### src/design/mcu_pkg.sv
package mcu_pkg;

   ////////////////////
   // widths that mean something
   typedef logic [7:0]  byte_t;        // data or code byte
   typedef logic [9:0]  code_addr_t;   // 1k program RAM
   typedef logic [15:0] dptr_t;        // external data pointer

   ////////////////////
   // state machines
   typedef enum logic [2:0] {
      ST_FETCH,
      ST_DECODE0,
      ST_DECODE1,
      ST_DECODE2,
      ST_EXECUTE
   } cpu_state_e;

   typedef enum logic [1:0] {RX_IDLE, RX_START, RX_DATA, RX_STOP} rx_state_e;

   typedef enum logic [1:0] {TX_IDLE, TX_START, TX_SEND} tx_state_e;

   ////////////////////
   // opcodes of the kept subset, everything else runs as a nop
   localparam byte_t OP_LJMP   = 8'h02;   // ljmp addr16
   localparam byte_t OP_INCA   = 8'h04;
   localparam byte_t OP_DECA   = 8'h14;
   localparam byte_t OP_ADDAI  = 8'h24;
   localparam byte_t OP_ADDCI  = 8'h34;
   localparam byte_t OP_JC     = 8'h40;
   localparam byte_t OP_ORLAI  = 8'h44;
   localparam byte_t OP_JNC    = 8'h50;
   localparam byte_t OP_ANLAI  = 8'h54;
   localparam byte_t OP_JZ     = 8'h60;
   localparam byte_t OP_XRLAI  = 8'h64;
   localparam byte_t OP_JNZ    = 8'h70;
   localparam byte_t OP_MOVAI  = 8'h74;
   localparam byte_t OP_SJMP   = 8'h80;
   localparam byte_t OP_MOVDP  = 8'h90;   // mov dptr,#imm16
   localparam byte_t OP_SUBBAI = 8'h94;
   localparam byte_t OP_CLRC   = 8'hC3;
   localparam byte_t OP_SETBC  = 8'hD3;
   localparam byte_t OP_MOVXAD = 8'hE0;   // movx a,@dptr
   localparam byte_t OP_CLRA   = 8'hE4;
   localparam byte_t OP_MOVXDA = 8'hF0;   // movx @dptr,a
   localparam byte_t OP_CPLA   = 8'hF4;

   // transmitter registers in external data space
   localparam dptr_t TX_STATUS_ADDR = 16'h0200;   // bit 0 is busy
   localparam dptr_t TX_DATA_ADDR   = 16'h0201;

endpackage

### src/design/uart_loader.sv
`timescale 1ns/100ps

module uart_loader #(
   parameter int CLKS_PER_BIT = 104,
   parameter int PROG_BYTES   = 512
) (
   input  logic                i_clk,
   input  logic                i_nrst,
   input  logic                i_uart_rx,
   output logic                o_wr,
   output mcu_pkg::code_addr_t o_waddr,
   output mcu_pkg::byte_t      o_wdata,
   output logic                o_load_done
);

   localparam int CNT_W = $clog2(CLKS_PER_BIT + 1);

   logic [1:0]          rx_sync;      // two-flop synchronizer
   logic                rx;
   mcu_pkg::rx_state_e  state;
   logic [CNT_W-1:0]    sample_cnt;
   logic [2:0]          bit_cnt;
   mcu_pkg::byte_t      shreg;
   mcu_pkg::code_addr_t byte_cnt;
   logic                load_done;
   logic                full_bit;
   logic                half_bit;

   assign rx       = rx_sync[1];
   assign full_bit = (sample_cnt == CNT_W'(CLKS_PER_BIT));
   assign half_bit = (sample_cnt == CNT_W'(CLKS_PER_BIT / 2));

   always_ff @(posedge i_clk or negedge i_nrst) begin
      if (!i_nrst) begin
         rx_sync <= 2'b11;
      end else begin
         rx_sync <= {rx_sync[0], i_uart_rx};
      end
   end

   ////////////////////
   // receive FSM
   always_ff @(posedge i_clk or negedge i_nrst) begin
      if (!i_nrst) begin
         state      <= mcu_pkg::RX_IDLE;
         sample_cnt <= '0;
         bit_cnt    <= '0;
      end else begin
         sample_cnt <= sample_cnt + 1'b1;
         case (state)
            mcu_pkg::RX_IDLE: begin
               sample_cnt <= '0;
               if (!rx) state <= mcu_pkg::RX_START;   // falling edge of start bit
            end
            mcu_pkg::RX_START: begin
               if (half_bit) begin   // middle of start bit
                  sample_cnt <= '0;
                  state      <= rx ? mcu_pkg::RX_IDLE : mcu_pkg::RX_DATA;
               end
            end
            mcu_pkg::RX_DATA: begin
               if (full_bit) begin
                  sample_cnt <= '0;
                  bit_cnt    <= bit_cnt + 1'b1;
                  if (bit_cnt == 3'd7) state <= mcu_pkg::RX_STOP;
               end
            end
            default: begin
               // back to idle at mid stop bit
               if (full_bit) begin
                  sample_cnt <= '0;
                  state      <= mcu_pkg::RX_IDLE;
               end
            end
         endcase
      end
   end

   always_ff @(posedge i_clk) begin
      if (state == mcu_pkg::RX_DATA && full_bit) begin
         shreg <= {rx, shreg[7:1]};   // lsb first
      end
   end

   ////////////////////
   // program RAM writes
   assign o_wr = (state == mcu_pkg::RX_STOP) && full_bit && !load_done;

   always_ff @(posedge i_clk or negedge i_nrst) begin
      if (!i_nrst) begin
         byte_cnt  <= '0;
         load_done <= 1'b0;
      end else if (o_wr) begin
         byte_cnt <= byte_cnt + 1'b1;
         if (byte_cnt == mcu_pkg::code_addr_t'(PROG_BYTES - 1)) load_done <= 1'b1;
      end
   end

   assign o_waddr     = byte_cnt;
   assign o_wdata     = shreg;
   assign o_load_done = load_done;

endmodule

### config.mk
export PLATFORM = sky130hd
export DESIGN_NAME = uart_loader
export DESIGN_NICKNAME = d
export VERILOG_FILES = /design/src/design/mcu_pkg.sv /design/src/design/uart_loader.sv
export SDC_FILE = /design/constraint.sdc
export NUM_CORES = 1
export LEC_CHECK = 0
export ABC_AREA = 1
export BUFFER_PORTS_ARGS = -buffer_cell sky130_fd_sc_hd__buf_2
export CAP_MARGIN = 10
export CORE_UTILIZATION = 40
export DETAILED_ROUTE_END_ITERATION = 12
export SYNTH_ARGS = -nofsm -noshare
export SYNTH_HDL_FRONTEND = slang
export SYNTH_SLANG_ARGS = --single-unit
### constraint.sdc
create_clock -name i_clk -period 2.6 [get_ports i_clk]
set_clock_uncertainty 0.2 [all_clocks]
set_input_delay 0.26 -clock i_clk [delete_from_list [all_inputs] [get_ports i_clk]]
set_output_delay 0.26 -clock i_clk [all_outputs]
set_load 0.1 [all_outputs]
==> metrics.cfg <==
[worst_setup_path]
crit_chain = inv_1 > ha_1 > nand2_1 > nand3b_4 > nor3_4 > buf_2
critPathBufInv = 2
worstSetupEndpoint = o_wr
crit_path_end_kind = primary output
reg2reg_slack_ns = 0.84
r2r-end = o_wdata[5]
worst-r2r-cell-count = 5
critPathKind = flip-flop to primary output
crit_arrival_ns = 1.86
slowest_stage = buf_2
max_stage_delay_ns = 0.46
reg2reg_from = sample_cnt[0]
critPathTopFamily = buffers and inverters
cp-start-kind = flip-flop
required_ns = 2.14
cp.depth = 6
crit_path_start = sample_cnt[0]
crit_fanout = 4

[route]
antenna_left = 0
dr_total_vias = 1206
wl_um = 2930
drtPass1Iterations = 4
remaining_drc_errors = 0
vias_per_cell = 4.59
wire_per_inst_um = 11.1
initialDrtViolationCount = 66

[final_layout]
fillCellCount = 381
num-nets-final = 220
n_antenna_cell = 0
drive_above_1_share_pct = 23.0
fin_area_sq_um = 1990
area_growth_pct = 19.3
postLayoutCoreUtil_pct = 49.6

[clock_network]
ctsLongestPathBuffers = 2
path_clk_slew_ns = 0.07
cts_resized = 0
cts_root_buffer = clkbuf_8
hold_buffers = 2
worst_skew_pair.late_latency_ns = 0.29
postCtsSetupRepairBufs = 0
cts.sinks = 33
cts_max_level = 2
cts_tree = built
cts_buffers = 5

[logic_synthesis]
synth_fp_nets = 190
muxShareOfSynthArea_pct = 0
synthXorXnorAreaFrac_pct = 4.21
synth_top_family_by_area = simple AND/OR/NAND/NOR gates
synth_seq_cells = 33
synth-compound-area-share_pct = 1.65
yosysSeqAreaShare_pct = 52.2
synth-simple-area-share_pct = 32.1
netlist_instances = 182
synth.distinct_cells = 26
yosysWarnings = 0
synth_area_sq_um = 1660
avgSynthCellArea_sq_um = 9.14
synth_fa_ha_area_share_pct = 3.76

[sta]
maxSlewViolCount = 0
finalWorstSetupSlack_ns = 0.275
layout_worst_path_cycle_share_pct = 89.4
tns_ns = 0
hold_violations = 0
worst_slew_pin_slew_ns = 0.551
rsz0062_at_grt = no
max_slew_margin_pct = 63.2
max_freq_ghz = 0.430
period_needed_ns = 2.32
setup_viol = 0
whs_ns = 0.157

[place]
gpl.final_weighted_congestion = 0.813
place_hpwl_um = 2060
pre_cts_ws_ns = 0.565
dpl-instance-area_sq_um = 1830
numPortBuffers = 22

[die]
die_y_um = 66.5
pin_count = 23
core.rowCount = 23
die_area_sq_um = 4420
core_sq_um = 4000
floorplan.initialDensity_pct = 41.6
dieWidth_um = 66.5

[outcome]
status = finished clean

[global_route]
grt_pass1_wl_um = 4910
grt_max_degree = 26
grt_pass1_vias = 1106
track_usage_pct = 15.2
antenna_found_initial = 0
grt-ovfl-total = 0

[power]
power.density_nw_per_um2 = 567
p_leak_uw = 0.00105
peakVddDrop_v = 0.000266

[worst_hold_path]
min_path_type = flip-flop to flip-flop

[flow_run]
maxCapViolCount = 0

==> state kept, by name, indices dropped and copies added (netlist names) <==
name         cells
bit_cnt          3
o_load_done      1
o_waddr         10
o_wdata          8
rx_sync          2
sample_cnt       7
state            2
==> placed cells by master (no fill, tap or decap) <==
cell type | synthesis | routed
inv_1 | 18 | 18
ha_1 | 5 | 5
nand3b_2 | 1 | 1
o21ai_0 | 1 | 1
clkinv_2 | 0 | 1
xor2_1 | 6 | 6
xnor2_1 | 2 | 2
buf_2 | 0 | 22
nor3_4 | 0 | 1
o21ai_2 | 2 | 2
nand4_1 | 7 | 7
bufinv_16 | 0 | 2
nor3_1 | 2 | 2
nand2_1 | 61 | 61
nand3_4 | 1 | 1
nand3b_1 | 2 | 2
dfstp_2 | 2 | 2
nand3_1 | 9 | 9
nor2_8 | 2 | 2
edfxtp_1 | 8 | 8
dlygate4sd3_1 | 0 | 2
nand3b_4 | 1 | 1
nand2_4 | 1 | 1
nand2_2 | 1 | 1
a21oi_1 | 1 | 1
dfrtp_1 | 23 | 23
inv_2 | 6 | 6
clkbuf_8 | 0 | 5
nor2_1 | 17 | 17
nor2_4 | 1 | 1
==> how the worst min path moves through the flow <==
stage	startpoint	end	slack, ns	cells past startpoint
4_1_cts	rx_sync[0]	rx_sync[1]	0.16	0
3_5_place_dp	i_nrst	sample_cnt[3]	0.1	1
6_report	rx_sync[0]	rx_sync[1]	0.16	0
2_1_floorplan	i_nrst	bit_cnt[0]	-0.24	0
3_3_place_gp	i_nrst	sample_cnt[2]	0.1	1
5_1_grt	rx_sync[0]	rx_sync[1]	0.17	0
==> cells by family (layout without fill, tap and decap cells) <==
group | after synthesis | in the layout
xor+xnor | 8 | 8
buf+inv | 25 | 56
compound gates | 4 | 4
fa+ha+maj | 5 | 5
flops | 33 | 33
simple gates | 107 | 107
==> Yosys cell counts <==
| master | number | area (sq um) |
|---|---|---|
| a21oi_1 | 1 | 5.00 |
| buf_6 | 1 | 11.3 |
| dfrtp_1 | 23 | 576 |
| dfstp_2 | 2 | 52.6 |
| edfxtp_1 | 8 | 240 |
| ha_1 | 5 | 62.6 |
| inv_1 | 18 | 67.6 |
| inv_2 | 6 | 22.5 |
| nand2_1 | 61 | 229 |
| nand2_2 | 1 | 6.26 |
| nand2_4 | 1 | 11.3 |
| nand3_1 | 9 | 45.0 |
| nand3_4 | 1 | 17.5 |
| nand3b_1 | 2 | 15.0 |
| nand3b_2 | 1 | 11.3 |
| nand3b_4 | 1 | 20.0 |
| nand4_1 | 7 | 43.8 |
| nor2_1 | 17 | 63.8 |
| nor2_4 | 1 | 11.3 |
| nor2_8 | 2 | 40.0 |
| nor3_1 | 2 | 10.0 |
| nor3_2 | 1 | 10.0 |
| o21ai_0 | 1 | 5.00 |
| o21ai_2 | 2 | 17.5 |
| xnor2_1 | 2 | 17.5 |
| xor2_1 | 6 | 52.6 |
==> final cells by class <==
| class | count | area [sq um] | area share (%) |
|---|---|---|---|
| multi-input cells | 124 | 701 | 35.3 |
| clock buffers | 5 | 68.8 | 3.47 |
| clock inverters | 3 | 65.1 | 3.28 |
| repair buffers | 24 | 130 | 6.55 |
| inverters | 24 | 90.1 | 4.54 |
| flip-flops and latches | 33 | 868 | 43.7 |
| well taps | 50 | 62.6 | 3.15 |
==> through the flow <==
stage,power [uW],instances
finish,1130,263
detailed placement,553,253
global route,1160,263
global placement,553,253
CTS,1140,263
floorplan,543,182
==> worst register-to-register path, stage by stage, from the launching register on <==
cell and delay, ns:
dfrtp_1 0.40, inv_1 0.07, ha_1 0.22, nand2_1 0.08, nand3b_4 0.19, nor2_4 0.29
==> report_power, final <==
part | internal [uW] | leakage (uW) | switching (uW) | total, uW
Sequential | 531 | 0.000399 | 0.778 | 532
Clock | 381 | 0.0000681 | 202 | 583
Combinational | 3.20 | 0.000586 | 7.97 | 11.2
Total | 915 | 0.00105 | 211 | 1130
==> per-layer routing <==
metal  share of wire, %  wire length [um]  track usage, %  vias up
met4                1.9                55            7.98        0
li1                   -                 -               -      637
met2                 43              1270            21.2       21
met1                 51              1490            20.5      543
met5                  0                 0               0        -
met3                4.0               117            5.48        5
(Power assumes the default switching activity.)
