[src/design/mcu_pkg.sv]
package mcu_pkg;

   ////////////////////
   // widths that mean something
   typedef logic [7:0]  byte_t;        // data or code byte
   typedef logic [9:0]  code_addr_t;   // 1k program RAM
   typedef logic [15:0] dptr_t;        // external data pointer

   ////////////////////
   // state machines
   typedef enum logic [2:0] {
      ST_FETCH,
      ST_DECODE0,
      ST_DECODE1,
      ST_DECODE2,
      ST_EXECUTE
   } cpu_state_e;

   typedef enum logic [1:0] {RX_IDLE, RX_START, RX_DATA, RX_STOP} rx_state_e;

   typedef enum logic [1:0] {TX_IDLE, TX_START, TX_SEND} tx_state_e;

   ////////////////////
   // opcodes of the kept subset, everything else runs as a nop
   localparam byte_t OP_LJMP   = 8'h02;   // ljmp addr16
   localparam byte_t OP_INCA   = 8'h04;
   localparam byte_t OP_DECA   = 8'h14;
   localparam byte_t OP_ADDAI  = 8'h24;
   localparam byte_t OP_ADDCI  = 8'h34;
   localparam byte_t OP_JC     = 8'h40;
   localparam byte_t OP_ORLAI  = 8'h44;
   localparam byte_t OP_JNC    = 8'h50;
   localparam byte_t OP_ANLAI  = 8'h54;
   localparam byte_t OP_JZ     = 8'h60;
   localparam byte_t OP_XRLAI  = 8'h64;
   localparam byte_t OP_JNZ    = 8'h70;
   localparam byte_t OP_MOVAI  = 8'h74;
   localparam byte_t OP_SJMP   = 8'h80;
   localparam byte_t OP_MOVDP  = 8'h90;   // mov dptr,#imm16
   localparam byte_t OP_SUBBAI = 8'h94;
   localparam byte_t OP_CLRC   = 8'hC3;
   localparam byte_t OP_SETBC  = 8'hD3;
   localparam byte_t OP_MOVXAD = 8'hE0;   // movx a,@dptr
   localparam byte_t OP_CLRA   = 8'hE4;
   localparam byte_t OP_MOVXDA = 8'hF0;   // movx @dptr,a
   localparam byte_t OP_CPLA   = 8'hF4;

   // transmitter registers in external data space
   localparam dptr_t TX_STATUS_ADDR = 16'h0200;   // bit 0 is busy
   localparam dptr_t TX_DATA_ADDR   = 16'h0201;

endpackage

[src/design/cpu_datapath.sv]
`timescale 1ns/100ps

module cpu_datapath (
   input  logic           i_clk,
   input  logic           i_nrst,
   input  logic           i_exec,
   input  mcu_pkg::byte_t i_opcode,
   input  mcu_pkg::byte_t i_operand,
   input  mcu_pkg::byte_t i_operand_lo,
   input  logic           i_tx_busy,
   output logic           o_acc_zero,
   output logic           o_carry,
   output logic           o_tx_start,
   output mcu_pkg::byte_t o_tx_data
);

   mcu_pkg::byte_t acc;
   mcu_pkg::byte_t acc_next;
   logic           carry;
   logic           carry_next;
   mcu_pkg::dptr_t dptr;
   logic           tx_sel;
   logic           status_sel;

   // external data decode
   assign tx_sel     = (dptr == mcu_pkg::TX_DATA_ADDR);
   assign status_sel = (dptr == mcu_pkg::TX_STATUS_ADDR);

   ////////////////////
   // alu
   always_comb begin
      acc_next   = acc;
      carry_next = carry;
      case (i_opcode)
         mcu_pkg::OP_MOVAI: acc_next = i_operand;
         mcu_pkg::OP_ADDAI: {carry_next, acc_next} = {1'b0, acc} + {1'b0, i_operand};
         mcu_pkg::OP_ADDCI: begin
            {carry_next, acc_next} = {1'b0, acc} + {1'b0, i_operand} + {8'd0, carry};
         end
         mcu_pkg::OP_SUBBAI: begin
            // bit 8 ends up as the borrow
            {carry_next, acc_next} = {1'b0, acc} - {1'b0, i_operand} - {8'd0, carry};
         end
         mcu_pkg::OP_ORLAI:  acc_next = acc | i_operand;
         mcu_pkg::OP_ANLAI:  acc_next = acc & i_operand;
         mcu_pkg::OP_XRLAI:  acc_next = acc ^ i_operand;
         mcu_pkg::OP_INCA:   acc_next = acc + 1'b1;   // carry untouched
         mcu_pkg::OP_DECA:   acc_next = acc - 1'b1;
         mcu_pkg::OP_CLRA:   acc_next = 8'h00;
         mcu_pkg::OP_CPLA:   acc_next = ~acc;
         mcu_pkg::OP_CLRC:   carry_next = 1'b0;
         mcu_pkg::OP_SETBC:  carry_next = 1'b1;
         mcu_pkg::OP_MOVXAD: acc_next = {7'd0, i_tx_busy & status_sel};   // unmapped reads 0
         default: ;
      endcase
   end

   always_ff @(posedge i_clk or negedge i_nrst) begin
      if (!i_nrst) begin
         acc   <= '0;
         carry <= 1'b0;
      end else if (i_exec) begin
         acc   <= acc_next;
         carry <= carry_next;
      end
   end

   ////////////////////
   // data pointer
   always_ff @(posedge i_clk or negedge i_nrst) begin
      if (!i_nrst) begin
         dptr <= '0;
      end else if (i_exec && i_opcode == mcu_pkg::OP_MOVDP) begin
         dptr <= {i_operand, i_operand_lo};   // high byte comes first in code
      end
   end

   assign o_tx_start = i_exec && (i_opcode == mcu_pkg::OP_MOVXDA) && tx_sel;
   assign o_tx_data  = acc;
   assign o_acc_zero = (acc == 8'h00);
   assign o_carry    = carry;

endmodule

[config.mk]
export PLATFORM = sky130hd
export DESIGN_NAME = cpu_datapath
export DESIGN_NICKNAME = d
export VERILOG_FILES = /design/src/design/mcu_pkg.sv /design/src/design/cpu_datapath.sv
export SDC_FILE = /design/constraint.sdc
export NUM_CORES = 1
export LEC_CHECK = 0
export BUFFER_PORTS_ARGS = -buffer_cell sky130_fd_sc_hd__buf_2
export CORE_MARGIN = 2
export CORE_UTILIZATION = 55
export CTS_CLUSTER_SIZE = 25
export DETAILED_ROUTE_END_ITERATION = 7
export HOLD_SLACK_MARGIN = 0.02
export PLACE_DENSITY = 0.77
export SLEW_MARGIN = 20
export SYNTH_ARGS = -nofsm -noshare
export SYNTH_HDL_FRONTEND = slang
export SYNTH_SLANG_ARGS = --single-unit
[constraint.sdc]
create_clock -name i_clk -period 4.8 [get_ports i_clk]
set_input_delay 0.96 -clock i_clk [delete_from_list [all_inputs] [get_ports i_clk]]
set_output_delay 0.96 -clock i_clk [all_outputs]
set_load 0.02 [all_outputs]
==> flow_summary.json <==
{
  "cts_sinks": 25,
  "layout-drive-gt1-share_pct": 13.59,
  "worstPathBufferInverterCount": 2,
  "finalWorstPathRequiredPeriod_ns": 4.007,
  "dr_total_vias": 3091,
  "synth_largest_type_area_fraction_pct": 20.33,
  "worst_skew_pair.late_latency_ns": 0.29,
  "area_of_the_die_mm2": 0.006211,
  "fillCellCount": 503,
  "cts.reportedPaths.clkPinSlew_ns": 0.11,
  "number_of_global_route_vias_before_repair": 2970,
  "clock-skew-final_ns": 0.006191,
  "final_period_utilization_pct": 83.49,
  "nets": 483,
  "syn_nets": 456,
  "power.density_cell_area_mw_per_mm2": 310.4,
  "post_cts_resized": 0,
  "timing.hold.worst.class": "reg2reg",
  "dr.pass1.iters": 5,
  "register_to_register_path_depth": 9,
  "timing.max_cap.violations": 0,
  "rr_endpoint": "o_carry$_DFFE_PN0P_",
  "floorplan.rows": 27,
  "synth.yosys.seq_area_share_pct": 20.33,
  "synth_seq_cells": 25,
  "cts-buffers-inserted": 3,
  "post_synth_design_cell_area_mm2": 0.003078,
  "critPathMaxFanout": 11,
  "grt_overflow": 0,
  "post_synth_main_area_contributors": "dfrtp_1 20%, ha_1 15%, nor2_1 4.1%",
  "cp.arrival_ns": 4.15,
  "die_x_um": 78.81,
  "chipHeight_um": 78.81,
  "flow.area_growth_from_synthesis_pct": 8.659,
  "core_mm2": 0.005439,
  "total_leakage_power_nw": 1.500,
  "drt_wl_total_um": 8910,
  "netlist.top_cell.by_area": "dfrtp_1",
  "h-tree-depth": 1,
  "wire_length_of_the_first_global_routing_pass_um": 14690,
  "ctsHoldBuffers": 0,
  "crit_family": "simple AND/OR/NAND/NOR gates",
  "final_cell_mix": "38 x ha_1, 38 x buf_2, 34 x nor2_1, 29 x inv_1, 29 x nand2_1",
  "slowest_stage": "nor2_1",
  "io_buffer_count": 38,
  "worst_hold_path.endpoint": "dptr[14]$_DFFE_PN0P_",
  "final_antenna_net_count": 0,
  "top_level_ports": 39,
  "setup_fix_bufs_post_cts": 0,
  "tritoncts": "done",
  "post_drt_wl_per_cell_um": 18.41,
  "grt_antenna_before_repair": 0,
  "grt_start_max_net_pins": 30,
  "dominantRegCellSynth": "dfrtp_1",
  "multi_input_area_mm2": 0.002272,
  "total_negative_slack_ns": 0,
  "timing.slew.headroom_pct": 41.60,
  "drc": 0,
  "rsz0062_at_grt": "no",
  "synthDistinctLibCells": 57,
  "hpwl_um": 6873,
  "cell_depth_of_the_worst_hold_path": 2,
  "timing.reg2reg.setup_slack_ns": 1.53,
  "regToRegStartpoint": "o_tx_data[1]$_DFFE_PN0P_",
  "slew_at_the_pin_with_the_worst_max_slew_slack_ns": 0.8736,
  "syn_area_per_cell_um2": 7.974,
  "cpPeakStageDelay_ns": 0.49,
  "end_kind": "flip-flop",
  "run_status": "completed",
  "setup_violations": 0,
  "ir_drop_mv": 0.1860,
  "drt_iter0_markers": 291,
  "globalplace.congestion": 0.9581,
  "hold_start": "dptr[14]$_DFFE_PN0P_",
  "average_via_count_per_standard_cell": 6.386,
  "timing.final.hold_violations": 0,
  "synth_cells": 386,
  "design_power_total_mw": 1.038,
  "worst-setup-path-type": "in2reg",
  "startpoint_type": "input port",
  "worstSetupStartpoint": "i_opcode[1]",
  "starting_utilization_of_the_core_area_pct": 56.59,
  "cts-root-buf": "clkbuf_8",
  "yosysWarnings": 0,
  "highest_attainable_clock_frequency_mhz": 249.5,
  "worstPathCellList": "buf_2 -> nor4b_2 -> buf_4 -> nand2_1 -> nor2_1 -> ha_1 -> and3_1 -> a221o_1 -> a311oi_1 -> xnor2_1 -> nor2_1 -> nor4_1 -> a221oi_1",
  "postSynth.asyncResetShare_pct": 100.0,
  "ctsLongestPathBuffers": 2,
  "total_track_usage_pct": 29.99,
  "critical-path-top-cell-by-count": "nor2_1",
  "final_max_slew_viol_count": 0,
  "synth_enable_flop_cells": 0,
  "antenna_cells": 0,
  "worst_ep_required_time_ns": 4.94,
  "layout.area.seq_um2": 625.6
}
## where the power goes
| group | internal, mW | switching [mW] | leakage [nW] | total [mW] |
|---|---|---|---|---|
| logic | 0.245 | 0.367 | 1.15 | 0.612 |
| clock network | 0.0612 | 0.0850 | 0.0261 | 0.146 |
| registers | 0.233 | 0.0467 | 0.322 | 0.280 |
| total | 0.539 | 0.499 | 1.50 | 1.04 |
## routing by layer
layer | share of wire (%) | GRT usage, % | vias to the layer above
li1 | - | - | 1456
met1 | 45 | 41.68 | 1449
met2 | 44 | 48.63 | 154
met3 | 7.6 | 3.523 | 32
met4 | 3.5 | 10.00 | 0
met5 | 0 | 0 | -
## how the worst max path moves through the flow
stage                               endpoint  slack, ns  depth (start not counted)
detailed placement  o_tx_data[7]$_DFFE_PN0P_       0.57                         13
finish              o_tx_data[7]$_DFFE_PN0P_       0.79                         13
global placement    o_tx_data[7]$_DFFE_PN0P_       0.65                         13
global route        o_tx_data[7]$_DFFE_PN0P_       0.63                         13
CTS                 o_tx_data[7]$_DFFE_PN0P_       0.87                         13
floorplan           o_tx_data[7]$_DFFE_PN0P_       1.01                         12
## logic make-up (layout without fill, tap and decap cells)
logic type / count (synthesis) / count (layout) / synth area share (%)
AND/OR/NAND/NOR: 129 / 129 / 21.30
XOR/XNOR: 23 / 23 / 6.545
flip-flops: 25 / 25 / 20.33
buffers and inverters: 46 / 72 / 5.854
adder cells (fa/ha/maj): 42 / 42 / 18.05
AO/OA/AOI/OAI: 109 / 109 / 23.70
multiplexers: 12 / 12 / 4.228
## area by class of cell
class	count	area share, %
Clock buffer	3	1.235
Timing Repair Buffer	39	5.911
Inverter	29	3.255
Sequential cell	25	18.71
Tap cell	72	2.694
Multi-Input combinational cell	315	67.94
Clock inverter	1	0.2619
## worst reg2reg max path, cell delays in order (launching register included)
cell      delay (ns)
dfrtp_1         0.71
inv_1           0.17
ha_1            0.33
a21oi_1         0.29
o211ai_1        0.27
and4b_1         0.28
a311oi_1        0.50
nor3_1          0.19
xnor2_1         0.18
a31o_2          0.25
## synth_stat cells, drive strengths merged, types with 3 or more instances
| cell type | instances |
|---|---|
| mux2 | 8 |
| a21o | 3 |
| o31ai | 8 |
| and3 | 5 |
| o21a | 3 |
| nor2b | 5 |
| inv | 29 |
| nand2 | 29 |
| or2 | 3 |
| o21ai | 26 |
| o211ai | 4 |
| nor3 | 11 |
| nand2b | 5 |
| nand4 | 6 |
| ha | 38 |
| xnor2 | 13 |
| dfrtp | 25 |
| buf | 7 |
| nor2 | 34 |
| nand3 | 11 |
| nor4 | 8 |
| nor4b | 4 |
| fa | 4 |
| o22ai | 5 |
| clkbuf | 10 |
| o21bai | 4 |
| xor2 | 10 |
| a21oi | 24 |
| a211oi | 9 |
| a221oi | 4 |
| mux2i | 4 |
## through the flow
stage / area [um^2] / util (%) / hold slack [ns] / setup slack, ns / cells
3_3_place_gp: 3294 / 60.57 / 0.4615 / 0.6453 / 480
2_1_floorplan: 3078 / - / 0.4420 / 1.005 / 386
3_5_place_dp: 3294 / 60.57 / 0.4778 / 0.5742 / 480
5_1_grt: 3344 / 61.49 / 0.5332 / 0.6257 / 484
4_1_cts: 3344 / 61.49 / 0.5010 / 0.8741 / 484
6_report: 3344 / 61.49 / 0.4979 / 0.7926 / 484
## registers in the layout, indices dropped and copies added (netlist names)
register,flops
dptr,16
o_carry,1
o_tx_data,8
Note: power is estimated with default switching activity, not from simulation.
