$ cat src/design/mcu_pkg.sv
package mcu_pkg;

   ////////////////////
   // widths that mean something
   typedef logic [7:0]  byte_t;        // data or code byte
   typedef logic [9:0]  code_addr_t;   // 1k program RAM
   typedef logic [15:0] dptr_t;        // external data pointer

   ////////////////////
   // state machines
   typedef enum logic [2:0] {
      ST_FETCH,
      ST_DECODE0,
      ST_DECODE1,
      ST_DECODE2,
      ST_EXECUTE
   } cpu_state_e;

   typedef enum logic [1:0] {RX_IDLE, RX_START, RX_DATA, RX_STOP} rx_state_e;

   typedef enum logic [1:0] {TX_IDLE, TX_START, TX_SEND} tx_state_e;

   ////////////////////
   // opcodes of the kept subset, everything else runs as a nop
   localparam byte_t OP_LJMP   = 8'h02;   // ljmp addr16
   localparam byte_t OP_INCA   = 8'h04;
   localparam byte_t OP_DECA   = 8'h14;
   localparam byte_t OP_ADDAI  = 8'h24;
   localparam byte_t OP_ADDCI  = 8'h34;
   localparam byte_t OP_JC     = 8'h40;
   localparam byte_t OP_ORLAI  = 8'h44;
   localparam byte_t OP_JNC    = 8'h50;
   localparam byte_t OP_ANLAI  = 8'h54;
   localparam byte_t OP_JZ     = 8'h60;
   localparam byte_t OP_XRLAI  = 8'h64;
   localparam byte_t OP_JNZ    = 8'h70;
   localparam byte_t OP_MOVAI  = 8'h74;
   localparam byte_t OP_SJMP   = 8'h80;
   localparam byte_t OP_MOVDP  = 8'h90;   // mov dptr,#imm16
   localparam byte_t OP_SUBBAI = 8'h94;
   localparam byte_t OP_CLRC   = 8'hC3;
   localparam byte_t OP_SETBC  = 8'hD3;
   localparam byte_t OP_MOVXAD = 8'hE0;   // movx a,@dptr
   localparam byte_t OP_CLRA   = 8'hE4;
   localparam byte_t OP_MOVXDA = 8'hF0;   // movx @dptr,a
   localparam byte_t OP_CPLA   = 8'hF4;

   // transmitter registers in external data space
   localparam dptr_t TX_STATUS_ADDR = 16'h0200;   // bit 0 is busy
   localparam dptr_t TX_DATA_ADDR   = 16'h0201;

endpackage

$ cat src/design/uart_tx.sv
`timescale 1ns/100ps

module uart_tx #(
   parameter int CLKS_PER_BIT = 104
) (
   input  logic           i_clk,
   input  logic           i_nrst,
   input  logic           i_start,
   input  mcu_pkg::byte_t i_data,
   output logic           o_busy,
   output logic           o_uart_tx
);

   localparam int CNT_W = $clog2(CLKS_PER_BIT + 1);

   mcu_pkg::tx_state_e state;
   logic [CNT_W-1:0]   sample_cnt;
   logic [3:0]         bit_cnt;    // 8 data bits then the stop bit
   mcu_pkg::byte_t     shreg;
   logic               bit_end;
   logic               finish;

   assign bit_end = (sample_cnt == CNT_W'(CLKS_PER_BIT));
   assign finish  = (state == mcu_pkg::TX_SEND) && bit_end && (bit_cnt == 4'd8);

   always_ff @(posedge i_clk or negedge i_nrst) begin
      if (!i_nrst) begin
         state      <= mcu_pkg::TX_IDLE;
         sample_cnt <= '0;
         bit_cnt    <= '0;
      end else begin
         sample_cnt <= bit_end ? '0 : sample_cnt + 1'b1;
         case (state)
            mcu_pkg::TX_IDLE: begin
               sample_cnt <= '0;
               bit_cnt    <= '0;
               if (i_start) state <= mcu_pkg::TX_START;
            end
            mcu_pkg::TX_START: begin
               if (bit_end) state <= mcu_pkg::TX_SEND;
            end
            default: begin
               if (bit_end) bit_cnt <= bit_cnt + 1'b1;
               if (finish) state <= mcu_pkg::TX_IDLE;
            end
         endcase
      end
   end

   // msb first, ones shift in behind so the stop bit falls out of the register
   always_ff @(posedge i_clk) begin
      if (state == mcu_pkg::TX_IDLE && i_start) begin
         shreg <= i_data;   // a start while busy is simply lost
      end else if (state == mcu_pkg::TX_SEND && bit_end) begin
         shreg <= {shreg[6:0], 1'b1};
      end
   end

   always_comb begin
      case (state)
         mcu_pkg::TX_IDLE:  o_uart_tx = 1'b1;
         mcu_pkg::TX_START: o_uart_tx = 1'b0;
         default:           o_uart_tx = shreg[7];
      endcase
   end

   assign o_busy = (state != mcu_pkg::TX_IDLE);

endmodule

$ cat config.mk
export PLATFORM = sky130hd
export DESIGN_NAME = uart_tx
export DESIGN_NICKNAME = d
export VERILOG_FILES = /design/src/design/mcu_pkg.sv /design/src/design/uart_tx.sv
export SDC_FILE = /design/constraint.sdc
export NUM_CORES = 1
export LEC_CHECK = 0
export BUFFER_PORTS_ARGS = -buffer_cell sky130_fd_sc_hd__buf_2
export CAP_MARGIN = 20
export CORE_MARGIN = 2
export CORE_UTILIZATION = 48
export CTS_CLUSTER_DIAMETER = 100
export DETAILED_ROUTE_END_ITERATION = 6
export PLACE_DENSITY = 0.73
export SLEW_MARGIN = 20
export SYNTH_ARGS = -nofsm -noshare
export SYNTH_HDL_FRONTEND = slang
export SYNTH_SLANG_ARGS = --single-unit
$ cat constraint.sdc
create_clock -name i_clk -period 5.1 [get_ports i_clk]
set_input_delay 1.275 -clock i_clk [delete_from_list [all_inputs] [get_ports i_clk]]
set_output_delay 1.275 -clock i_clk [all_outputs]
set_load 0.005 [all_outputs]
==> results of run 1 <==
final timing paths:
kind | slack (ns) | end | startpoint
max in group asynchronous | 4.02 | state[1] | i_nrst
setup / recovery | 2.52 | o_uart_tx | state[1]
hold / removal | 0.53 | sample_cnt[0] | sample_cnt[0]
min in group asynchronous | 0.85 | bit_cnt[3] | i_nrst
setup reg to reg | 3.09 | shreg[2] | sample_cnt[0]
hold reg to reg | 0.53 | sample_cnt[0] | sample_cnt[0]
worst register-to-register path: cells and delay by family, from the launching register on:
kind / cells / cell delay (ns)
AO/OA/AOI/OAI: 1 / 0.66
adder cells (fa/ha/maj): 1 / 0.18
buffers and inverters: 1 / 0.09
flip-flops: 1 / 0.45
AND/OR/NAND/NOR: 2 / 0.29
registers in the layout (all words and copies together), names as in the netlist:
signal	flops
sample_cnt	7
bit_cnt	4
shreg	8
state	2
cells in the final DEF (no fill, tap or decap), drive strengths merged:
master    n
and4bb    1
a21oi     4
o22ai     1
xnor2     1
a22o      1
o211ai    2
inv       6
edfxtp    8
nand4     1
nand2    11
nor2b     4
nand4bb   1
buf      12
ha        4
nor2      7
xor2      2
o21ai     4
nand2b    2
nor4      1
dfrtp    13
a221o     1
or4       2
mux2      7
a22oi     2
nand3     5
nand3b    1
clkbuf    4
and2      2
or3       3
report_power, final:
group | leakage [uW] | switching [uW] | internal, uW
Sequential | 0.000232 | 0 | 174
Clock | 0.0000150 | 49.2 | 30.4
Combinational | 0.000218 | 3.25 | 2.79
per-stage QoR:
| step | utilization | cells | instance area [um^2] |
|---|---|---|---|
| global route | 0.547 | 141 | 1200 |
| detailed placement | 0.535 | 137 | 1170 |
| finish | 0.547 | 141 | 1200 |
| CTS | 0.547 | 141 | 1200 |
| global placement | 0.535 | 137 | 1170 |
| floorplan | - | 99 | 1100 |
logic make-up (layout without fill, tap and decap cells):
family	Yosys count	in the layout	share of synthesized area
AND/OR/NAND/NOR	41	41	0.217
flip-flops	21	21	0.514
AO/OA/AOI/OAI	15	15	0.0865
buffers and inverters	8	22	0.0410
multiplexers	7	7	0.0717
adder cells (fa/ha/maj)	4	4	0.0455
XOR/XNOR	3	3	0.0239
final cells by class:
type	count	area, um^2
inverter	6	22.5
timing repair buffer	12	60.1
multi-input combinational	70	489
fill	189	992
clock buffer	4	26.3
sequential	21	566
tap	28	35.0
layer usage:
layer  wire, um  share of wire  vias to the layer above
li1           -              -                      387
met1        961           0.48                      351
met2        990           0.49                        6
met3         44          0.022                        2
met4         25          0.012                        0
met5          0              0                        -
==> results.cfg, run 1 <==
[run_status]
outcome = complete, no violations

[timing]
fmax_mhz = 388
drv_slew = 0
setup_viol = 0
post-route-period-util = 0.505
worst_hold_slack_ns = 0.535
fin_setup_tns_ns = 0
timing.final.ws_setup_ns = 2.52
finClkSkew_ns = 0.00215
finalCriticalPeriod_ns = 2.58
worst_pin_slew_ns = 0.774
hold_viol = 0
grt_setup_unrepaired = no
relSlewSlack = 0.484

[grt]
grtUsageMet1 = 0.218
use_met3 = 0.0287
grt_pass1_wl_mm = 3.37
use_met2 = 0.293
top_usage_layer = met2
antenna_found_initial = 0
grt_max_degree = 17
gr-total-overflow = 0
grt_pass1_vias = 748
grt_usage = 0.174

[floorplan]
num_io_pins = 13
core-area_um2 = 2190
row_count = 17
die_h_um = 51.9
dieArea_um2 = 2690
die_w_um = 51.9
initial_core_util = 0.502

[worst_setup_path]
crit_arrival_ns = 1.30
crit_slowest_cell = dfrtp_1
critical_path.max_stage_delay_ns = 0.64
worstPathRequired_ns = 3.83
crit_path_start_kind = flop
cp.depth = 4
ff2ff_path_depth = 5
path_delay_family = flip-flops
cp_num_buf_inv = 2
crit_type = reg -> out
worst-path-max-fanout = 16
end_kind = output port
path_cells = nor2_1 -> inv_1 -> nand2_1 -> buf_2

[drt]
wirelength_mm = 2.02
route.detailed.drc = 0
wl_per_cell_um = 14.3
drt_pass1_iterations = 4
ant_nets = 0
num_vias = 746
drtIter0Drc = 12
post_drt_via_cell_ratio = 5.29

[clocking]
post_cts_buffers = 0
ctsHoldBuffers = 0
clk_latency_ns = 0.29
numCtsBuffers = 3
htreeDepth = 1
cts.clk_slew.worst_paths_ns = 0.12
clock_sinks = 21
ctsLongestPathBuffers = 2
cts_root_buf = clkbuf_4
cts_resized = 0
cts_tree = yes

[placed_design]
place_ws_ns = 2.64
place.gp.congestion = 0.805
numPortBuffers = 12
hpwlAfterDp_mm = 1.49

[layout]
syn_to_final_growth_pct = 8.99
drive_above_1_share = 0.221
diodes = 0
nets = 129

[yosys]
synth_fp_nets = 114
synth.distinct_cells = 29
netlist_area_um2 = 1100
synth.avg_cell_area_um2 = 11.1
yosys_most_used_dff = dfrtp_1
async_reset_ff_frac = 0.619
ys_top_cells_by_count = dfrtp_1 (13), nand2_1 (11), edfxtp_1 (8), mux2_2 (7)
yosysMostFrequentCell = dfrtp_1
synthCells = 99
synth-seq-area-share = 0.514
synth_top_area_frac = 0.296
yosysTopAreaCell = dfrtp_1
ys_ff_latch = 21
synth_edf_count = 8
synth.area.top_cells = dfrtp_1 (30%), edfxtp_1 (22%), mux2_2 (7.2%), ha_1 (4.6%), nand2_1 (3.8%)
yosys_warnings = 0

[power]
power.density_nw_per_um2 = 217
finalPower_uw = 260
power.ir.vdd_worst_mv = 0.105
p_leak_uw = 0.000465

[min_path]
min_path_cells = 1
worst_hold_path_type = reg -> reg

[flow_run]
cap_violations = 0
No activity file was read; power rests on OpenSTA's default activity.
==> run 2: changes to the inputs <==
==> constraint.sdc (replaced) <==
create_clock -name i_clk -period 2.5 [get_ports i_clk]
set_input_delay 0.625 -clock i_clk [delete_from_list [all_inputs] [get_ports i_clk]]
set_output_delay 0.625 -clock i_clk [all_outputs]
set_load 0.005 [all_outputs]
==> results.cfg, run 2 (synthesis results as in run 1) <==
[drt]
ant_nets = 0
post_drt_via_cell_ratio = 5.58
num_vias = 793
wl_per_cell_um = 14.6
drt_pass1_iterations = 4
wirelength_mm = 2.08
drtIter0Drc = 21
route.detailed.drc = 0

[floorplan]
die_w_um = 51.9
die_h_um = 51.9
initial_core_util = 0.502
dieArea_um2 = 2690
row_count = 17
num_io_pins = 13
core-area_um2 = 2190

[worst_setup_path]
end_kind = output port
ff2ff_path_depth = 3
crit_path_start_kind = flop
worstPathRequired_ns = 1.88
worst-path-max-fanout = 16
crit_type = reg -> out
rr_startpoint = state[1]
crit_path_start = state[1]
crit_arrival_ns = 1.35

[timing]
post-route-period-util = 0.788
grt_setup_unrepaired = no
finalCriticalPeriod_ns = 1.97
fmax_mhz = 507
worst_pin_slew_ns = 0.567
fin_setup_tns_ns = 0
hold_viol = 0
drv_slew = 0
relSlewSlack = 0.622
finClkSkew_ns = 0.000934
setup_viol = 0

[clocking]
numCtsBuffers = 3
ctsLongestPathBuffers = 2
cts_tree = yes
ctsHoldBuffers = 0
cts_root_buf = clkbuf_4
cts.clk_slew.worst_paths_ns = 0.12
clk_latency_ns = 0.30
clock_sinks = 21
htreeDepth = 1
post_cts_buffers = 0
cts_resized = 0

[placed_design]
hpwlAfterDp_mm = 1.52
place.gp.congestion = 0.780
numPortBuffers = 12

[min_path]
worst_hold_path_type = in -> async

[layout]
multi_input_area_um2 = 489
registers.top_by_ff_count = shreg
final_cell_mix = dfrtp_1 (13), buf_2 (12), nand2_1 (11)
final_common_cell = dfrtp_1
fillers = 181
diodes = 0
largestRegisters = shreg (8), sample_cnt (7), bit_cnt (4)
syn_to_final_growth_pct = 9.78
largest_reg_flops = 8
seqCellArea_um2 = 566
drive_above_1_share = 0.237
nets = 130

[grt]
antenna_found_initial = 0
use_met2 = 0.287
grt_usage = 0.183
grtUsageMet1 = 0.238
use_met3 = 0.0402
grt_pass1_wl_mm = 3.50
gr-total-overflow = 0
grt_pass1_vias = 756
top_usage_layer = met2
grt_max_degree = 17

[run_status]
outcome = complete, no violations

[power]
finalPower_uw = 533
p_leak_uw = 0.000473
power.ir.vdd_worst_mv = 0.300
power.density_nw_per_um2 = 441

[flow_run]
cap_violations = 0
[run 2: cell types whose count changed in the layout (fill, tap and decap cells not counted)]
cell	previous run	this run
clkbuf_1	1	0
clkinv_2	0	1
buf_4	0	1
[run 2: area by class of cell]
class	instances	share of cell area
repair buffers	13	0.0560
inverters	6	0.0187
clock buffers	3	0.0187
multi-input cells	70	0.405
well taps	28	0.0290
clock inverters	1	0.00415
flip-flops and latches	21	0.468
[run 2: critical path: stages (launching register included)]
cell and delay, ns:
dfrtp_1 0.56, nor2_1 0.23, inv_1 0.09, nand2_1 0.06
buf_2 0.11
[run 2: metal layers]
metal	vias up	wire, um	share of wire
li1	388	-	-
met1	381	936	0.45
met2	18	1020	0.49
met3	6	91	0.044
met4	0	28	0.013
met5	-	0	0
[run 2: report_power, final]
part / switching [uW] / total (uW) / internal, uW
sequential: 0 / 355 / 355
clock: 105 / 165 / 59.6
combinational: 6.86 / 12.6 / 5.72
total: 112 / 533 / 421
[run 2: through the flow]
stage	hold slack, ns	std cells	util	setup slack (ns)	area, um^2
global route	0.195	142	0.551	0.398	1210
finish	0.190	142	0.551	0.529	1210
floorplan	0.329	99	-	0.832	1100
detailed placement	0.505	138	0.539	0.728	1180
CTS	0.189	142	0.551	0.522	1210
global placement	0.502	138	0.539	0.776	1180
[run 2: path summary, 6_finish.rpt]
kind / end / slack, ns
worst max-delay path: o_uart_tx / 0.53
worst min-delay path: sample_cnt[0] / 0.19
worst max register to register: shreg[1] / 0.73
worst min register to register: sample_cnt[0] / 0.52
max in group asynchronous: sample_cnt[6] / 2.08
min in group i_clk: sample_cnt[0] / 0.52
