[config.mk]
export PLATFORM = sky130hd
export DESIGN_NAME = cpu_sequencer
export DESIGN_NICKNAME = d
export VERILOG_FILES = /design/src/design/mcu_pkg.sv /design/src/design/cpu_sequencer.sv
export SDC_FILE = /design/constraint.sdc
export NUM_CORES = 1
export LEC_CHECK = 0
export BUFFER_PORTS_ARGS = -buffer_cell sky130_fd_sc_hd__clkbuf_2
export CAP_MARGIN = 10
export CELL_PAD_IN_SITES_DETAIL_PLACEMENT = 0
export CELL_PAD_IN_SITES_GLOBAL_PLACEMENT = 1
export CORE_MARGIN = 2
export CORE_UTILIZATION = 25
export CTS_CLUSTER_SIZE = 20
export DETAILED_ROUTE_END_ITERATION = 7
export GPL_TIMING_DRIVEN = 0
export PLACE_DENSITY = 0.49
export SLEW_MARGIN = 20
export SYNTH_ARGS = -nofsm -noshare
export SYNTH_HDL_FRONTEND = slang
export SYNTH_SLANG_ARGS = --single-unit
[constraint.sdc]
create_clock -name i_clk -period 3.8 [get_ports i_clk]
set_input_delay 0 -clock i_clk [delete_from_list [all_inputs] [get_ports i_clk]]
set_output_delay 0 -clock i_clk [all_outputs]
set_load 0.01 [all_outputs]
[src/design/mcu_pkg.sv]
package mcu_pkg;

   ////////////////////
   // widths that mean something
   typedef logic [7:0]  byte_t;        // data or code byte
   typedef logic [9:0]  code_addr_t;   // 1k program RAM
   typedef logic [15:0] dptr_t;        // external data pointer

   ////////////////////
   // state machines
   typedef enum logic [2:0] {
      ST_FETCH,
      ST_DECODE0,
      ST_DECODE1,
      ST_DECODE2,
      ST_EXECUTE
   } cpu_state_e;

   typedef enum logic [1:0] {RX_IDLE, RX_START, RX_DATA, RX_STOP} rx_state_e;

   typedef enum logic [1:0] {TX_IDLE, TX_START, TX_SEND} tx_state_e;

   ////////////////////
   // opcodes of the kept subset, everything else runs as a nop
   localparam byte_t OP_LJMP   = 8'h02;   // ljmp addr16
   localparam byte_t OP_INCA   = 8'h04;
   localparam byte_t OP_DECA   = 8'h14;
   localparam byte_t OP_ADDAI  = 8'h24;
   localparam byte_t OP_ADDCI  = 8'h34;
   localparam byte_t OP_JC     = 8'h40;
   localparam byte_t OP_ORLAI  = 8'h44;
   localparam byte_t OP_JNC    = 8'h50;
   localparam byte_t OP_ANLAI  = 8'h54;
   localparam byte_t OP_JZ     = 8'h60;
   localparam byte_t OP_XRLAI  = 8'h64;
   localparam byte_t OP_JNZ    = 8'h70;
   localparam byte_t OP_MOVAI  = 8'h74;
   localparam byte_t OP_SJMP   = 8'h80;
   localparam byte_t OP_MOVDP  = 8'h90;   // mov dptr,#imm16
   localparam byte_t OP_SUBBAI = 8'h94;
   localparam byte_t OP_CLRC   = 8'hC3;
   localparam byte_t OP_SETBC  = 8'hD3;
   localparam byte_t OP_MOVXAD = 8'hE0;   // movx a,@dptr
   localparam byte_t OP_CLRA   = 8'hE4;
   localparam byte_t OP_MOVXDA = 8'hF0;   // movx @dptr,a
   localparam byte_t OP_CPLA   = 8'hF4;

   // transmitter registers in external data space
   localparam dptr_t TX_STATUS_ADDR = 16'h0200;   // bit 0 is busy
   localparam dptr_t TX_DATA_ADDR   = 16'h0201;

endpackage

[src/design/cpu_sequencer.sv]
`timescale 1ns/100ps

module cpu_sequencer (
   input  logic                i_clk,
   input  logic                i_nrst,
   input  logic                i_grant,
   input  mcu_pkg::byte_t      i_code,
   input  logic                i_acc_zero,
   input  logic                i_carry,
   output mcu_pkg::code_addr_t o_code_addr,
   output mcu_pkg::byte_t      o_opcode,
   output mcu_pkg::byte_t      o_operand,
   output logic                o_exec
);

   mcu_pkg::cpu_state_e state;
   mcu_pkg::code_addr_t pc;
   mcu_pkg::code_addr_t pc_next;
   mcu_pkg::code_addr_t rel_target;
   mcu_pkg::byte_t      opcode;
   mcu_pkg::byte_t      operand;   // immediate, offset or high address byte
   logic [1:0]          len_d0;    // length of the byte just fetched
   logic [1:0]          len_q;
   logic                taken;

   function automatic logic [1:0] instr_len(input mcu_pkg::byte_t op);
      case (op)
         mcu_pkg::OP_LJMP, mcu_pkg::OP_MOVDP:
            instr_len = 2'd3;
         mcu_pkg::OP_MOVAI, mcu_pkg::OP_ADDAI, mcu_pkg::OP_ADDCI, mcu_pkg::OP_SUBBAI,
         mcu_pkg::OP_ORLAI, mcu_pkg::OP_ANLAI, mcu_pkg::OP_XRLAI, mcu_pkg::OP_SJMP,
         mcu_pkg::OP_JZ, mcu_pkg::OP_JNZ, mcu_pkg::OP_JC, mcu_pkg::OP_JNC:
            instr_len = 2'd2;
         default:
            instr_len = 2'd1;
      endcase
   endfunction

   assign len_d0 = instr_len(i_code);
   assign len_q  = instr_len(opcode);

   ////////////////////
   // state and pc
   always_ff @(posedge i_clk or negedge i_nrst) begin
      if (!i_nrst) begin
         state  <= mcu_pkg::ST_FETCH;
         pc     <= '0;
         opcode <= '0;
      end else begin
         case (state)
            mcu_pkg::ST_FETCH: begin
               if (i_grant) state <= mcu_pkg::ST_DECODE0;
            end
            mcu_pkg::ST_DECODE0: begin
               opcode <= i_code;
               state  <= (len_d0 == 2'd1) ? mcu_pkg::ST_EXECUTE : mcu_pkg::ST_DECODE1;
            end
            mcu_pkg::ST_DECODE1: begin
               state <= (len_q == 2'd3) ? mcu_pkg::ST_DECODE2 : mcu_pkg::ST_EXECUTE;
            end
            mcu_pkg::ST_DECODE2: state <= mcu_pkg::ST_EXECUTE;
            default: begin
               pc    <= pc_next;
               state <= mcu_pkg::ST_FETCH;
            end
         endcase
      end
   end

   always_ff @(posedge i_clk) begin
      if (state == mcu_pkg::ST_DECODE1) operand <= i_code;
   end

   // held at pc+2 so the low byte of a 3-byte op sits on i_code in execute
   always_comb begin
      case (state)
         mcu_pkg::ST_FETCH:   o_code_addr = pc;
         mcu_pkg::ST_DECODE0: o_code_addr = pc + 10'd1;
         default:             o_code_addr = pc + 10'd2;
      endcase
   end

   ////////////////////
   // branch resolution
   assign rel_target = pc + 10'd2 + {{2{operand[7]}}, operand};   // from next instruction

   always_comb begin
      taken   = 1'b0;
      pc_next = pc + {8'd0, len_q};
      case (opcode)
         mcu_pkg::OP_SJMP: taken = 1'b1;
         mcu_pkg::OP_JZ:   taken = i_acc_zero;
         mcu_pkg::OP_JNZ:  taken = !i_acc_zero;
         mcu_pkg::OP_JC:   taken = i_carry;
         mcu_pkg::OP_JNC:  taken = !i_carry;
         default:          taken = 1'b0;
      endcase
      if (taken) pc_next = rel_target;
      if (opcode == mcu_pkg::OP_LJMP) pc_next = {operand[1:0], i_code};   // 1k space
   end

   assign o_opcode  = opcode;
   assign o_operand = operand;
   assign o_exec    = (state == mcu_pkg::ST_EXECUTE);

endmodule

==> flow_summary.ini, run 1 <==
[synthesis]
ys_warn_count = 0
synth_top_family_by_area = simple AND/OR/NAND/NOR gates
muxShareOfSynthArea = 0.07725
synthesis.nets = 282
synthFlopType = dfrtp_1
ys_async_sr_fraction = 0.7241
syn_area_per_cell_um2 = 9.182
synth_seq_area_share = 0.3283
synth-edff-count = 8
synth_compound_gate_area_share = 0.1395
yosys.area_share.simple = 0.2055
netlist_area_um2 = 2332
synthXorXnorAreaFrac = 0.1202
yosys.area_share.adder = 0.08691
yosysUniqueCellTypes = 55
ys_ff_latch = 29
syn_inst = 254

[power]
p_total_uw = 2018
p_clk_frac = 0.141
peakVddDrop_uv = 189.0
leakagePower_uw = 0.001196
power_density_nw_per_um2 = 721.5
power.share.combinational = 0.598
p_seq_frac = 0.261
switching_power_uw = 919.9
power.internal_uw = 1099
switching_share = 0.4558

[place]
port_buffers = 39
place_congestion = 0.7585
post-place-ws_ns = 0.9058
dp_hpwl_um = 5350
placed_area_um2 = 2666

[status]
violations = hold timing
run_status = complete, but fails checks

[critical_path]
critical_path_class = reg2reg
worstSetupEndpointType = register
path_cells = buf_4 -> nor4_1 -> nor2_1 -> a21oi_1 -> o21ai_0 -> ha_1 -> fa_1 -> nand3_1 -> xor2_1 -> mux2i_1 -> mux2i_1 -> a21oi_1
cp.required_ns = 3.94
critPathTopFamily = simple AND/OR/NAND/NOR gates
slowest_delay_ns = 0.54
crit_buf_inv = 1
critPathLaunchType = register
crit_slowest_cell = nor4_1
worstPathArrival_ns = 3.03
critPathMaxFanout = 8

[sta]
slew_violations = 0
maxSlewHeadroom = 0.6018
whs_ns = -0.001080
finalHoldViolCount = 1
finalSetupTns_ns = 0
worst_slack_ns = 0.9121
layout_min_cycle_time_ns = 2.888
timing.fmax_ghz = 0.3463
rsz0062_at_grt = no
setup_viol = 0
tightest_slew_ns = 0.5919
fin_skew_ns = 0.005268
period_share = 0.7600

[route]
wl_um = 6873
drc = 0
wl_per_cell_um = 16.56
num_vias = 2008
dr.first_iter.drc_count = 91
ant_nets = 0
firstDrtPassIters = 4
viasPerCell = 4.839

[grt]
gr-total-overflow = 0
grt_max_degree = 22
grt_pass1_vias = 2026
grt_pass1_wl_um = 11080
grt_use_total = 0.1440
antenna_found_initial = 0

[cts]
cts_tree = yes
cts_sinks = 29
htree_levels = 2
cts_resized = 0
cts_root_buffer = clkbuf_8
path_clk_slew_ns = 0.06
cts_buffers = 5
ctsLongestPathBuffers = 2
worstSkewPairLatency_ns = 0.28

[min_path]
hp-class = in2reg

[finish]
fillers = 989
post-route-cell-area_um2 = 2798
fin_nets = 331
antenna_cells = 0
final_layout_size_suffix_gt1_frac = 0.2500
area_growth_pct = 19.96

[floorplan]
core_um2 = 9153
io_pins = 40
fp.dieW_um = 100.6
rows = 35
die_h_um = 100.6
design.die.area_um2 = 10120
start_util = 0.2548

[job]
maxCapViolCount = 0
==> sequential cells by signal, summed over array words and instances (netlist names) <==
register	count
pc	10
state	3
o_opcode	8
o_operand	8
==> final timing paths <==
kind                              from      endpoint  slack [ns]  cells after the start
setup reg to reg           o_opcode[4]         pc[4]        0.91                     12
min in group asynchronous       i_nrst   o_opcode[2]        0.25                      2
max in group asynchronous       i_nrst         pc[3]        3.16                      2
hold reg to reg            o_opcode[3]   o_opcode[3]        0.61                      1
setup / recovery           o_opcode[4]         pc[4]        0.91                     12
hold / removal               i_code[3]  o_operand[3]      -0.001                      1
==> power by group through the flow <==
stage / combinational [uW] / clock [uW] / sequential (uW)
6_report: 1210 / 285 / 527
5_1_grt: 1350 / 309 / 550
4_1_cts: 1220 / 297 / 528
3_5_place_dp: 1210 / 0 / 534
3_3_place_gp: 1220 / 0 / 535
2_1_floorplan: 873 / 0 / 512
==> layout make-up <==
cell class                 instances  area [um2]  share of cell area
multi-input combinational        205        1468              0.5246
sequential                        29       765.7              0.2737
timing repair buffer              42       225.2             0.08050
tap                              111       138.9             0.04964
clock buffer                       7       96.34             0.03444
buffer                            14       76.32             0.02728
inverter                           6       22.52            0.008050
clock inverter                     1       5.005            0.001789
==> worst register-to-register path, cell delays in order (launching register included) <==
cell and delay, ns:
dfrtp_1 0.39, buf_4 0.17, nor4_1 0.54, nor2_1 0.08, a21oi_1 0.12, o21ai_0 0.14, ha_1 0.25, fa_1 0.46
nand3_1 0.12, xor2_1 0.14, mux2i_1 0.09, mux2i_1 0.16, a21oi_1 0.08
==> logic make-up after synthesis <==
family                     Yosys count
adders and majority gates           15
muxes                               17
and+or+nand+nor                     91
DFF                                 29
xor gates and xnor gates            32
buffers and inverters               20
AOI/OAI and AO/OA                   50
==> metal layers <==
metal	vias to the layer above	GRT usage	wire length [um]
met5	-	0	0
met4	0	0.03793	89
met3	9	0.02080	252
met2	53	0.2272	2997
met1	940	0.2055	3534
li1	1006	-	-
==> synth_stat cells (2+ instances only) <==
library cell	number	area [um2]
buf_4	2	15.01
nand2b_1	4	25.02
buf_2	7	35.03
o22ai_1	4	25.02
nor3_1	6	30.03
nor2_1	22	82.58
and2_1	2	12.51
fa_1	2	40.04
nand2_1	21	78.83
nand4_1	5	31.28
inv_1	6	22.52
dfrtp_1	21	525.5
mux2i_1	9	90.09
o21ai_0	7	35.03
o21ai_2	2	17.52
nor4_1	2	12.51
a21oi_1	18	90.09
nor4b_1	2	17.52
o21ai_1	3	15.01
o21bai_1	2	15.01
clkbuf_1	3	11.26
ha_1	13	162.7
mux2_2	8	90.09
a31oi_1	2	12.51
xnor2_1	20	175.2
edfxtp_1	8	240.2
and3_1	2	12.51
nand3_1	7	35.03
xor2_1	12	105.1
nor2b_1	7	43.79
==> cells in the final DEF, fill, tap and decap left out, types with 5 or more instances in the layout <==
cell type  Yosys  layout
inv_1          6       6
nor2_1        22      22
o21ai_0        7       7
buf_2          7       7
xnor2_1       20      20
mux2_2         8       8
xor2_1        12      12
nor2b_1        7       7
nand2_1       21      21
dfrtp_1       21      21
edfxtp_1       8       8
nor3_1         6       6
mux2i_1        9       9
clkbuf_2       0      39
a21oi_1       18      18
nand4_1        5       5
clkbuf_8       0       7
ha_1          13      13
nand3_1        7       7
==> stage by stage <==
stage / hold WS [ns] / std cells / util
floorplan: -0.2956 / 254 / -
global placement: 0.03873 / 404 / 0.2913
detailed placement: 0.03598 / 404 / 0.2913
CTS: 0.0009199 / 415 / 0.3057
global route: 0.007527 / 415 / 0.3057
finish: -0.001080 / 415 / 0.3057
==> repair_timing <==
action                                 CTS  global route
setup buffers                            0             0
endpoints found under the hold margin   24             0
hold buffers                             3             0
Power figures use the tool's default switching activity.
==> run 2: changes to the inputs <==
- clock period: 3.8 -> 2.79 ns (I/O delays scaled with it)
==> run 2 against run 1 <==
The flow still finishes with violations (hold timing). Clock power rose by 37%. Maximum frequency rose by 9.2%. Worst hold slack got worse by 0.0092 ns. Sequential power rose by 38%. Non-clock buffer count rose by 2. Wire length rose by 0.44%. Die area did not move. Flip-flop and latch count did not move. Worst setup slack got worse by 0.77 ns. Global-route usage barely moved. Critical path type unchanged. Largest cell class unchanged.
==> flow_summary.ini, run 2 (synthesis gave the netlist of run 1 again) <==
[sta]
layout_min_cycle_time_ns = 2.645
slew_violations = 0
worst_slack_ns = 0.1452
whs_ns = -0.01026
setup_viol = 0
period_share = 0.9480
maxSlewHeadroom = 0.6181
rsz0062_at_grt = yes
fin_skew_ns = 0.005016
tightest_slew_ns = 0.5728
finalHoldViolCount = 1
timing.fmax_ghz = 0.3781

[floorplan]
core_um2 = 9153
die_h_um = 100.6
io_pins = 40
start_util = 0.2548
design.die.area_um2 = 10120
rows = 35
fp.dieW_um = 100.6

[critical_path]
critPathLaunchType = register
worstRegToRegCells = 12
critical_path_class = reg2reg
worstSetupEndpointType = register
worstPathArrival_ns = 2.79
cp.required_ns = 2.93
critPathMaxFanout = 8

[finish]
most-common-layout-cells = clkbuf_2, nor2_1, nand2_1, xnor2_1, dfrtp_1
area_growth_pct = 22.59
largest_reg_flops = 10
regMostFlops = pc
fin_nets = 333
antenna_cells = 0
final_layout_size_suffix_gt1_frac = 0.2843
final_common_cell = clkbuf_2

[place]
dp_hpwl_um = 5350
place_congestion = 0.7585
post-place-ws_ns = -0.1042
port_buffers = 39

[route]
wl_per_cell_um = 16.55
firstDrtPassIters = 4
num_vias = 2030
wl_um = 6903
drc = 0
ant_nets = 0
dr.first_iter.drc_count = 76
viasPerCell = 4.868

[power]
p_total_uw = 2830
peakVddDrop_uv = 264.7
power_density_nw_per_um2 = 989.9
leakagePower_uw = 0.001212

[cts]
ctsLongestPathBuffers = 2
cts_root_buffer = clkbuf_8
path_clk_slew_ns = 0.06
cts_tree = yes
cts_buffers = 5
htree_levels = 2
cts_sinks = 29
worstSkewPairLatency_ns = 0.28

[min_path]
hp-class = in2reg
hold_depth = 1

[grt]
gr-total-overflow = 0
grt_use_total = 0.1442
grt_max_degree = 22
grt_pass1_vias = 2038
grt_pass1_wl_um = 11100
antenna_found_initial = 0

[job]
maxCapViolCount = 0

[status]
run_status = complete, but fails checks
violations = hold timing
==> run 2: cell types whose count changed in the layout (fill, tap and decap cells not counted), moves of 2 or more <==
cell,before,now
o21ai_0,7,5
buf_2,7,5
o21ai_1,3,5
clkbuf_4,0,2
dfrtp_2,0,2
buf_4,2,5
dfrtp_1,21,19
==> run 2: worst max-delay path: stages, from the launching register on <==
cell     delay, ns
dfrtp_1       0.49
inv_2         0.10
nor4b_1       0.25
a21oi_1       0.09
a21oi_1       0.16
o21ai_1       0.11
ha_1          0.24
fa_1          0.46
nand3_1       0.12
xor2_1        0.14
mux2i_1       0.08
mux2i_1       0.16
a21oi_1       0.09
==> run 2: power by group <==
group / switching, uW / leakage (uW) / internal, uW
combinational: 946 / 0.000844 / 766
sequential: 173 / 0.000314 / 554
clock: 168 / 0.0000542 / 223
==> run 2: metrics by stage <==
step / TNS (ns) / instance area (um2) / instances / utilization
final: 0 / 2859 / 417 / 0.3124
after global placement: -0.2864 / 2666 / 404 / 0.2913
after CTS: 0 / 2806 / 415 / 0.3066
after global routing: -0.02776 / 2859 / 417 / 0.3124
after floorplan: 0 / 2332 / 254 / -
after detailed placement: -0.2131 / 2666 / 404 / 0.2913
==> run 2: final timing paths <==
kind / endpoint / start / slack [ns]
min: o_operand[3] / i_code[3] / -0.01
max reg2reg: pc[4] / o_opcode[7] / 0.15
max in group asynchronous: pc[1] / i_nrst / 2.14
max: pc[4] / o_opcode[7] / 0.15
min reg2reg: o_opcode[3] / o_opcode[3] / 0.58
min in group asynchronous: pc[9] / i_nrst / 0.24
==> run 2: cell type report <==
| type | count | area (um2) |
|---|---|---|
| Buffer | 13 | 77.57 |
| Clock buffer | 7 | 96.34 |
| Clock inverter | 1 | 5.005 |
| Fill cell | 992 | 6294 |
| Inverter | 6 | 22.52 |
| Multi-Input combinational cell | 205 | 1503 |
| Sequential cell | 29 | 768.2 |
| Tap cell | 111 | 138.9 |
| Timing Repair Buffer | 45 | 247.7 |
==> run 2: repair_timing <==
item                                   CTS  global route
setup endpoints to repair                4             4
resized for setup                        3            11
hold buffers                             3             0
buffers inserted                         0             3
endpoints found under the hold margin   24             0
==> run 2: per-layer routing <==
layer | track usage | vias to the layer above | wire [um]
met3 | 0.02080 | 9 | 336
li1 | - | 1012 | -
met1 | 0.2055 | 958 | 3412
met5 | 0 | - | 0
met4 | 0.03793 | 0 | 89
met2 | 0.2282 | 51 | 3064
